$ cat config.mk
export PLATFORM = sky130hd
export DESIGN_NAME = aes_lin_top
export DESIGN_NICKNAME = d
export VERILOG_FILES = /design/src/design/aes_lin_pkg.sv /design/src/design/state_shift_rows.sv /design/src/design/word_mix_columns.sv /design/src/design/state_store.sv /design/src/design/aes_lin_ctrl.sv /design/src/design/aes_lin_top.sv
export VERILOG_INCLUDE_DIRS = /design/src /design/src/design
export SDC_FILE = /design/constraint.sdc
export NUM_CORES = 1
export LEC_CHECK = 0
export ABC_CLOCK_PERIOD_IN_PS = 6600
export CAP_MARGIN = 20
export CORE_MARGIN = 3
export CORE_UTILIZATION = 55
export CTS_CLUSTER_DIAMETER = 40
export DETAILED_ROUTE_END_ITERATION = 7
export DONT_BUFFER_PORTS = 1
export PLACE_DENSITY = 0.76
export SYNTH_ARGS = -nofsm -noshare
export SYNTH_HDL_FRONTEND = slang
export SYNTH_HIERARCHICAL = 1
export SYNTH_SLANG_ARGS = --single-unit
$ cat constraint.sdc
create_clock -name clk -period 6.6 [get_ports clk]
set_input_delay 1.65 -clock clk [delete_from_list [all_inputs] [get_ports clk]]
set_output_delay 1.65 -clock clk [all_outputs]
set_load 0.02 [all_outputs]
$ cat src/design/aes_lin_params.svh
// bus widths, register map and control bit positions
// of the AES linear round engine
`ifndef AES_LIN_PARAMS_SVH
`define AES_LIN_PARAMS_SVH

// AXI4-Lite sizes
`define AES_ADDR_W 6
`define AES_DATA_W 32

// register offsets, bytes
`define AES_REG_STATE0 6'h00
`define AES_REG_KEY0 6'h10
`define AES_REG_CTRL 6'h20
`define AES_REG_STATUS 6'h24

// command word bits
`define AES_CTRL_START 0
`define AES_CTRL_DECRYPT 1
`define AES_CTRL_LAST 2

// status word bits
`define AES_STAT_BUSY 0
`define AES_STAT_DONE 1

// cycles from start acceptance to busy falling
`define AES_PASS_CYCLES 6

`endif

$ cat src/design/aes_lin_pkg.sv
// shared types of the AES linear round engine
// column word union and cipher direction
`default_nettype none

package aes_lin_pkg;

	//////////////////////////////////////////////////
	// one state column, seen as a word or as bytes
	//////////////////////////////////////////////////
	typedef union packed
	{
		logic [31:0] word; // bus and register view
		logic [3:0][7:0] bytes; // bytes[r] holds row r, row 0 in low bits
	} col_word_u;

	// direction of the round, value matches the decrypt bit of the command
	typedef enum logic
	{
		MODE_ENC = 1'b0, // ShiftRows, MixColumns, AddRoundKey
		MODE_DEC = 1'b1 // InvShiftRows, AddRoundKey, InvMixColumns
	} aes_mode_e;

endpackage

`default_nettype wire

$ cat src/design/state_shift_rows.sv
// ShiftRows and InvShiftRows on the full 128-bit state
// row r rotates left by r columns for encrypt, right for decrypt
`timescale 1ns/1ns
`default_nettype none

module state_shift_rows
	import aes_lin_pkg::*;
(
	input wire [127:0] state,
	input wire aes_mode_e mode,
	output logic [127:0] shifted
);

	col_word_u in_cols [4];
	col_word_u out_cols [4];

	always_comb
	begin
		for (int c = 0; c < 4; c++)
			in_cols[c].word = state[32*c +: 32]; // column 0 in low word
	end

	always_comb
	begin
		for (int c = 0; c < 4; c++)
		begin
			for (int r = 0; r < 4; r++)
			begin
				if (mode == MODE_ENC)
					out_cols[c].bytes[r] = in_cols[(c + r) % 4].bytes[r]; // left by r
				else
					out_cols[c].bytes[r] = in_cols[(c + 4 - r) % 4].bytes[r]; // right by r
			end
		end
	end

	always_comb
	begin
		for (int c = 0; c < 4; c++)
			shifted[32*c +: 32] = out_cols[c].word;
	end

endmodule

`default_nettype wire

$ cat src/design/word_mix_columns.sv
// MixColumns and InvMixColumns on one column per cycle
// GF(2^8) products from chained doubling, poly 0x11b
// result and done registered one cycle after ready
`timescale 1ns/1ns
`default_nettype none

module word_mix_columns
	import aes_lin_pkg::*;
(
	input wire clk,
	input wire reset,
	input wire col_word_u col_in,
	input wire ready,
	input wire encrypt,
	output col_word_u col_out,
	output logic done
);

	logic [7:0] x1 [4], x2 [4], x4 [4], x8 [4]; // doubling chain per row
	logic [7:0] m3 [4], m9 [4], m11 [4], m13 [4], m14 [4];
	col_word_u mixed;

	// multiply by x, reduce by 0x1b on carry out
	function automatic logic [7:0] xtime(input logic [7:0] a);
		return {a[6:0], 1'b0} ^ (a[7] ? 8'h1b : 8'h00);
	endfunction

	always_comb
	begin
		for (int i = 0; i < 4; i++)
		begin
			x1[i] = col_in.bytes[i];
			x2[i] = xtime(x1[i]);
			x4[i] = xtime(x2[i]);
			x8[i] = xtime(x4[i]);
			m3[i] = x2[i] ^ x1[i];
			m9[i] = x8[i] ^ x1[i];
			m11[i] = x8[i] ^ x2[i] ^ x1[i];
			m13[i] = x8[i] ^ x4[i] ^ x1[i];
			m14[i] = x8[i] ^ x4[i] ^ x2[i];
		end
	end

	// circulant rows {2,3,1,1} and {14,11,13,9}
	always_comb
	begin
		for (int i = 0; i < 4; i++)
		begin
			if (encrypt)
				mixed.bytes[i] = x2[i] ^ m3[(i + 1) % 4] ^ x1[(i + 2) % 4] ^ x1[(i + 3) % 4];
			else
				mixed.bytes[i] = m14[i] ^ m11[(i + 1) % 4] ^ m13[(i + 2) % 4] ^ m9[(i + 3) % 4];
		end
	end

	always_ff @(posedge clk)
	begin
		if (reset)
			done <= 1'b0;
		else
			done <= ready; // single cycle strobe per issue
	end

	always_ff @(posedge clk)
	begin
		if (ready)
			col_out <= mixed;
	end

endmodule

`default_nettype wire

$ cat src/design/state_store.sv
// four state column registers
// byte strobed bus writes, whole state shifted load
// round key addition and per column writeback
`timescale 1ns/1ns
`default_nettype none

module state_store
	import aes_lin_pkg::*;
(
	input wire clk,
	input wire reset,
	input wire wr_en,
	input wire [1:0] wr_idx,
	input wire [31:0] wr_data,
	input wire [3:0] wr_strb,
	input wire [1:0] rd_idx,
	input wire [1:0] col_sel,
	input wire load_shifted,
	input wire [127:0] shifted,
	input wire wb_en,
	input wire aes_mode_e mode,
	input wire last,
	input wire col_word_u key_word,
	input wire col_word_u mix_out,
	input wire wb_sel,
	output logic [127:0] state,
	output col_word_u rd_word,
	output col_word_u mix_in
);

	col_word_u st_q [4];
	logic [1:0] wb_idx; // column issued last cycle
	col_word_u wb_key; // its round key word
	col_word_u wb_val;

	always_ff @(posedge clk)
	begin
		if (reset)
		begin
			for (int c = 0; c < 4; c++)
				st_q[c] <= '0;
			wb_idx <= 2'd0;
		end
		else
		begin
			wb_idx <= col_sel; // tracks the mixer pipeline stage
			if (load_shifted)
			begin
				for (int c = 0; c < 4; c++)
					st_q[c].word <= shifted[32*c +: 32];
			end
			else if (wb_en)
				st_q[wb_idx] <= wb_val;
			else if (wr_en)
			begin
				for (int b = 0; b < 4; b++)
					if (wr_strb[b])
						st_q[wr_idx].bytes[b] <= wr_data[8*b +: 8];
			end
		end
	end

	always_ff @(posedge clk)
	begin
		wb_key <= key_word;
	end

	// decrypt adds the key before InvMixColumns
	assign mix_in.word = (mode == MODE_DEC) ? (st_q[col_sel].word ^ key_word.word)
		: st_q[col_sel].word;

	always_comb
	begin
		if (wb_sel && !last)
			wb_val.word = (mode == MODE_ENC) ? (mix_out.word ^ wb_key.word) : mix_out.word;
		else
			wb_val.word = st_q[wb_idx].word ^ wb_key.word; // last round bypass
	end

	assign rd_word = st_q[rd_idx];
	assign state = {st_q[3].word, st_q[2].word, st_q[1].word, st_q[0].word};

endmodule

`default_nettype wire

$ cat src/design/aes_lin_ctrl.sv
// AXI4-Lite slave of the AES linear round engine
// key words, command bits, status flags
// six cycle round sequencer driving shift load, column issue, writeback
`timescale 1ns/1ns
`default_nettype none
`include "aes_lin_params.svh"

module aes_lin_ctrl
	import aes_lin_pkg::*;
(
	input wire clk,
	input wire reset,
	input wire [`AES_ADDR_W-1:0] awaddr,
	input wire awvalid,
	output logic awready,
	input wire [`AES_DATA_W-1:0] wdata,
	input wire [`AES_DATA_W/8-1:0] wstrb,
	input wire wvalid,
	output logic wready,
	output logic [1:0] bresp,
	output logic bvalid,
	input wire bready,
	input wire [`AES_ADDR_W-1:0] araddr,
	input wire arvalid,
	output logic arready,
	output logic [`AES_DATA_W-1:0] rdata,
	output logic [1:0] rresp,
	output logic rvalid,
	input wire rready,
	input wire col_word_u state_rd_word,
	input wire mix_done,
	output logic st_wr_en,
	output logic [1:0] st_wr_idx,
	output logic [`AES_DATA_W-1:0] st_wr_data,
	output logic [`AES_DATA_W/8-1:0] st_wr_strb,
	output logic [1:0] rd_idx,
	output logic [1:0] col_sel,
	output logic load_shifted,
	output logic wb_en,
	output aes_mode_e mode,
	output logic last,
	output col_word_u key_word,
	output logic mix_ready,
	output logic busy
);

	logic wr_fire, ar_fire; // bus handshakes
	logic is_state_w, is_key_w, is_ctrl_w; // write decode
	logic start_go; // accepted start while idle
	logic [2:0] cnt; // run cycle, 0 to 5
	logic issue, wb_phase;
	logic run_done; // sticky until next start
	col_word_u key_q [4];
	logic [`AES_DATA_W-1:0] rd_mux;

	//////////////////////////////////////////////////
	// write channel
	//////////////////////////////////////////////////
	assign awready = awvalid & wvalid & ~bvalid; // addr and data taken together
	assign wready = awvalid & wvalid & ~bvalid;
	assign wr_fire = awvalid & awready & wvalid & wready;
	assign bresp = 2'b00; // always OKAY

	assign is_state_w = ({awaddr[5:4], 4'h0} == `AES_REG_STATE0);
	assign is_key_w = ({awaddr[5:4], 4'h0} == `AES_REG_KEY0);
	assign is_ctrl_w = ({awaddr[5:2], 2'b00} == `AES_REG_CTRL);
	assign start_go = wr_fire & is_ctrl_w & wstrb[0] & wdata[`AES_CTRL_START] & ~busy;

	// state words live in the store, writes are dropped while running
	assign st_wr_en = wr_fire & is_state_w & ~busy;
	assign st_wr_idx = awaddr[3:2];
	assign st_wr_data = wdata;
	assign st_wr_strb = wstrb;

	always_ff @(posedge clk)
	begin
		if (reset)
			bvalid <= 1'b0;
		else if (wr_fire)
			bvalid <= 1'b1;
		else if (bready)
			bvalid <= 1'b0; // held until taken
	end

	always_ff @(posedge clk)
	begin
		if (reset)
		begin
			for (int i = 0; i < 4; i++)
				key_q[i] <= '0;
			mode <= MODE_ENC;
			last <= 1'b0;
		end
		else if (wr_fire && !busy)
		begin
			if (is_key_w)
			begin
				for (int b = 0; b < 4; b++)
					if (wstrb[b])
						key_q[awaddr[3:2]].bytes[b] <= wdata[8*b +: 8]; // per byte strobe
			end
			if (is_ctrl_w && wstrb[0]) // command uses byte 0 only
			begin
				mode <= aes_mode_e'(wdata[`AES_CTRL_DECRYPT]);
				last <= wdata[`AES_CTRL_LAST];
			end
		end
	end

	//////////////////////////////////////////////////
	// read channel
	//////////////////////////////////////////////////
	assign arready = ~rvalid; // one read in flight
	assign ar_fire = arvalid & arready;
	assign rresp = 2'b00;
	assign rd_idx = araddr[3:2]; // store presents this word

	always_comb
	begin
		rd_mux = '0;
		case ({araddr[5:4], 4'h0})
			`AES_REG_STATE0: rd_mux = state_rd_word.word;
			`AES_REG_KEY0: rd_mux = key_q[araddr[3:2]].word;
			default:
			begin
				if ({araddr[5:2], 2'b00} == `AES_REG_CTRL)
				begin
					rd_mux[`AES_CTRL_DECRYPT] = (mode == MODE_DEC); // start reads as 0
					rd_mux[`AES_CTRL_LAST] = last;
				end
				else if ({araddr[5:2], 2'b00} == `AES_REG_STATUS)
				begin
					rd_mux[`AES_STAT_BUSY] = busy;
					rd_mux[`AES_STAT_DONE] = run_done;
				end
			end
		endcase
	end

	always_ff @(posedge clk)
	begin
		if (reset)
			rvalid <= 1'b0;
		else if (ar_fire)
			rvalid <= 1'b1;
		else if (rready)
			rvalid <= 1'b0;
	end

	always_ff @(posedge clk)
	begin
		if (ar_fire)
			rdata <= rd_mux; // stable while rvalid waits
	end

	//////////////////////////////////////////////////
	// round sequencer
	//////////////////////////////////////////////////
	// cnt 0 loads shifted state, 1..4 issue columns, 2..5 write back
	always_ff @(posedge clk)
	begin
		if (reset)
		begin
			busy <= 1'b0;
			run_done <= 1'b0;
			cnt <= 3'd0;
		end
		else if (start_go)
		begin
			busy <= 1'b1; // up the cycle after acceptance
			run_done <= 1'b0;
			cnt <= 3'd0;
		end
		else if (busy)
		begin
			cnt <= cnt + 3'd1;
			if (cnt == 3'(`AES_PASS_CYCLES - 1))
			begin
				busy <= 1'b0; // last writeback edge
				run_done <= 1'b1;
			end
		end
	end

	assign load_shifted = busy && (cnt == 3'd0);
	assign issue = busy && (cnt >= 3'd1) && (cnt <= 3'd4);
	assign wb_phase = busy && (cnt >= 3'd2) && (cnt <= 3'd5); // one behind issue
	assign col_sel = 2'(cnt - 3'd1);
	assign key_word = key_q[col_sel];
	assign mix_ready = issue & ~last; // mixer skipped on last round
	assign wb_en = wb_phase & (last | mix_done);

endmodule

`default_nettype wire

$ cat src/design/aes_lin_top.sv
// top level of the AES linear round engine
// AXI4-Lite controller, ShiftRows, column mixer, state store
`timescale 1ns/1ns
`default_nettype none
`include "aes_lin_params.svh"

module aes_lin_top
	import aes_lin_pkg::*;
(
	input wire clk,
	input wire reset,
	input wire [`AES_ADDR_W-1:0] awaddr,
	input wire awvalid,
	output logic awready,
	input wire [`AES_DATA_W-1:0] wdata,
	input wire [`AES_DATA_W/8-1:0] wstrb,
	input wire wvalid,
	output logic wready,
	output logic [1:0] bresp,
	output logic bvalid,
	input wire bready,
	input wire [`AES_ADDR_W-1:0] araddr,
	input wire arvalid,
	output logic arready,
	output logic [`AES_DATA_W-1:0] rdata,
	output logic [1:0] rresp,
	output logic rvalid,
	input wire rready
);

	logic st_wr_en;
	logic [1:0] st_wr_idx, rd_idx, col_sel;
	logic [`AES_DATA_W-1:0] st_wr_data;
	logic [`AES_DATA_W/8-1:0] st_wr_strb;
	logic load_shifted, wb_en, last, mix_ready, mix_done;
	aes_mode_e mode;
	col_word_u key_word, state_rd_word, mix_in, mix_out;
	logic [127:0] state, shifted;

	aes_lin_ctrl u_ctrl (
		.clk(clk), .reset(reset),
		.awaddr(awaddr), .awvalid(awvalid), .awready(awready),
		.wdata(wdata), .wstrb(wstrb), .wvalid(wvalid), .wready(wready),
		.bresp(bresp), .bvalid(bvalid), .bready(bready),
		.araddr(araddr), .arvalid(arvalid), .arready(arready),
		.rdata(rdata), .rresp(rresp), .rvalid(rvalid), .rready(rready),
		.state_rd_word(state_rd_word), .mix_done(mix_done),
		.st_wr_en(st_wr_en), .st_wr_idx(st_wr_idx),
		.st_wr_data(st_wr_data), .st_wr_strb(st_wr_strb),
		.rd_idx(rd_idx), .col_sel(col_sel), .load_shifted(load_shifted),
		.wb_en(wb_en), .mode(mode), .last(last), .key_word(key_word),
		.mix_ready(mix_ready),
		.busy() // status register and checker only
	);

	state_shift_rows u_shift (
		.state(state), .mode(mode), .shifted(shifted)
	);

	word_mix_columns u_mix (
		.clk(clk), .reset(reset),
		.col_in(mix_in), .ready(mix_ready), .encrypt(mode == MODE_ENC),
		.col_out(mix_out), .done(mix_done)
	);

	state_store u_store (
		.clk(clk), .reset(reset),
		.wr_en(st_wr_en), .wr_idx(st_wr_idx), .wr_data(st_wr_data), .wr_strb(st_wr_strb),
		.rd_idx(rd_idx), .col_sel(col_sel), .load_shifted(load_shifted),
		.shifted(shifted), .wb_en(wb_en), .mode(mode), .last(last),
		.key_word(key_word), .mix_out(mix_out),
		.wb_sel(mix_done), // mixer result valid this cycle
		.state(state), .rd_word(state_rd_word), .mix_in(mix_in)
	);

endmodule

`default_nettype wire

==> results.toml <==
[run_status]
status = "finished, final reports clean"

[route]
vias = 16100
drt_pass1_iterations = 5
vias_per_cell = 6.680
wl_per_cell_um = 28.16
drcViolationCount = 0
finalWirelength_um = 67870
drtAntennaViolNets = 0
first_iter_violations = 2036

[logic_synthesis]
syn-instance-count = 1941
synth-main-ff-cell = "edfxtp_1"
yosys_warnings = 6
synth_seq_cells = 364
ys_types = 64
synthArstFlopShare = 0
netlist_area_um2 = 25180
seq_area_frac_synth = 0.4166
synth_edf_count = 320
avgSynthCellArea_um2 = 12.97

[sta]
timing.fmax_mhz = 202.6
max_slew_margin = 0.1962
finalMaxSlewViolations = 0
setup-violations-final = 0
finalCriticalPeriod_ns = 4.935
period_share = 0.7477
hold_viol = 0
rsz0062_at_grt = "false"
worst_pin_slew_ns = 1.204
fin_skew_ns = 0.01633
setup-tns-final_ns = 0

[min_path]
hold_path_class = "register to register"

[critical_path]
crit_arrival_ns = 5.37
critPathKind = "register to register"
crit_chain = "inv_1, ha_1, inv_1, buf_4, mux4_2, xnor2_1, xnor2_2, xnor3_2, xnor3_2, or4b_1, nand4_1"
crit_path_max_incr_delay_ns = 0.79
crit_path_top_delay_cell = "xnor2_1"
end_kind = "register"
required_ns = 7.04
startpoint_type = "register"
cp_max_fo = 14

[power]
fin_total_pwr_mw = 6.447
p_leak_nw = 9.484
powerDensity_nw_per_um2 = 244.1
ir_drop_mv = 0.2429

[final_layout]
diodes = 0
design_area_um2 = 26420
layout_commonest_cell = "edfxtp_1"
final_cells = 2410
nets = 1836
most-common-layout-cells = "edfxtp_1, xnor2_1, a22o_1"
final_util = 0.5910
area_growth_pct = 4.919
drive_above_1_share = 0.2426

[clock_network]
clock-sinks = 364
cts_resized = 0
clock_latency_ns = 0.58
cts_root_buf = "clkbuf_16"
cts_tree = "yes"
cts_buffers = 48
htreeDepth = 2
cts_setup_buffers = 0
cts_max_path_buffers = 3
hold_buffers = 0
path_clk_slew_ns = 0.06

[global_routing]
grt_pass1_wl_um = 101700
overflow = 0
grt_start_max_net_pins = 68
grt_util_met1 = 0.3933
grt_pass1_vias = 15920
use_met2 = 0.4420
antenna_found_initial = 1
use_met3 = 0.07184
top_usage_layer = "met2"
grt.total_usage = 0.2809

[floorplanning]
die-area_um2 = 48380
die_w_um = 220.0
start_util = 0.5633
die-height_um = 220.0
io_pins = 96
core.rowCount = 77
core_area_um2 = 44700

[placement]
numPortBuffers = 0
routabilityCongestion = 0.9279
place_area_um2 = 24650
place_inst = 2319
dp_hpwl_um = 45200

[job]
maxCapViolations = 0
## flip-flops by register name (all words and copies together), names as in the netlist, 2 cells and up
signal          cells
u_store/wb_idx      2
u_mix/col_out      32
u_store/wb_key     32
u_ctrl/rdata       32
u_ctrl/cnt          3
u_store/st_q      128
u_ctrl/key_q      128
## logic make-up after synthesis
| kind of cell | share of synthesized area |
|---|---|
| other | 0.0001489 |
| buffers and inverters | 0.07449 |
| adder cells (fa/ha/maj) | 0.001491 |
| flip-flops | 0.4166 |
| XOR/XNOR | 0.1397 |
| AO/OA/AOI/OAI | 0.1069 |
| multiplexers | 0.1812 |
| AND/OR/NAND/NOR | 0.07936 |
## metrics by stage
step / setup slack, ns / hold slack [ns]
2_1_floorplan: 1.548 / 0.4806
3_3_place_gp: 1.563 / 0.5065
3_5_place_dp: 1.351 / 0.5872
4_1_cts: 1.723 / 0.6004
5_1_grt: 1.542 / 0.6200
6_report: 1.665 / 0.6004
## synth_stat cells, types with 3 or more instances
| master | number | area [um2] |
|---|---|---|
| buf_12 | 8 | 160.2 |
| inv_1 | 39 | 146.4 |
| xor2_1 | 38 | 332.8 |
| buf_2 | 48 | 240.2 |
| mux4_2 | 128 | 2883 |
| clkbuf_1 | 76 | 285.3 |
| and2_1 | 94 | 588.1 |
| o21ai_0 | 58 | 290.3 |
| buf_4 | 121 | 908.4 |
| nand2_1 | 86 | 322.8 |
| nor2_1 | 19 | 71.32 |
| buf_1 | 5 | 18.77 |
| nor4_1 | 14 | 87.58 |
| nor3_2 | 28 | 280.3 |
| buf_6 | 9 | 101.4 |
| a21oi_1 | 24 | 120.1 |
| a22o_1 | 157 | 1375 |
| dfxtp_1 | 44 | 880.8 |
| mux2_4 | 60 | 900.9 |
| a41o_1 | 4 | 40.04 |
| a21oi_2 | 18 | 157.7 |
| edfxtp_1 | 320 | 9609 |
| xnor2_2 | 5 | 81.33 |
| ha_1 | 3 | 37.54 |
| xnor2_1 | 263 | 2303 |
| nand3_1 | 5 | 25.02 |
| a221oi_2 | 31 | 465.5 |
| nand2b_1 | 43 | 269.0 |
| a21o_1 | 21 | 157.7 |
| o21ai_1 | 3 | 15.01 |
| nor3_1 | 15 | 75.07 |
| mux2i_1 | 70 | 700.7 |
| xor3_1 | 6 | 142.6 |
| mux2_2 | 7 | 78.83 |
| xnor3_1 | 26 | 585.6 |
| nor2b_1 | 10 | 62.56 |
## routing by layer
layer,wire [um],share of wire
met5,14,0.00021
met4,1599,0.024
met1,26600,0.39
met2,31740,0.47
met3,7909,0.12
## power breakdown
group / internal [mW] / switching (mW)
Clock: 1.77 / 1.08
Sequential: 2.61 / 0.0993
Combinational: 0.439 / 0.446
## cell type report
| cell class | count | area [um2] |
|---|---|---|
| well taps | 592 | 740.7 |
| flip-flops and latches | 364 | 10500 |
| fillers | 3466 | 18290 |
| multi-input cells | 1273 | 12880 |
| clock inverters | 34 | 480.5 |
| clock buffers | 56 | 1284 |
| repair buffers | 52 | 387.9 |
| inverters | 39 | 146.4 |
## worst max-delay path, delay by kind of cell (launching register included)
kind / cells / cell delay [ns]
flops: 1 / 0.41
fa+ha+maj: 1 / 0.30
xor+xnor: 4 / 2.00
mux: 1 / 0.32
simple gates: 2 / 0.62
buf+inv: 3 / 1.12
## final timing paths
path / start / to / slack [ns] / depth (start not counted)
setup / recovery: u_ctrl/cnt[1] / u_mix/col_out[11] / 1.67 / 11
hold / removal: u_ctrl/key_q[1][25] / u_store/wb_key[25] / 0.60 / 1
setup reg to reg: u_ctrl/cnt[1] / u_mix/col_out[11] / 1.67 / 11
hold reg to reg: u_ctrl/key_q[1][25] / u_store/wb_key[25] / 0.60 / 1
(Power assumes the default switching activity.)
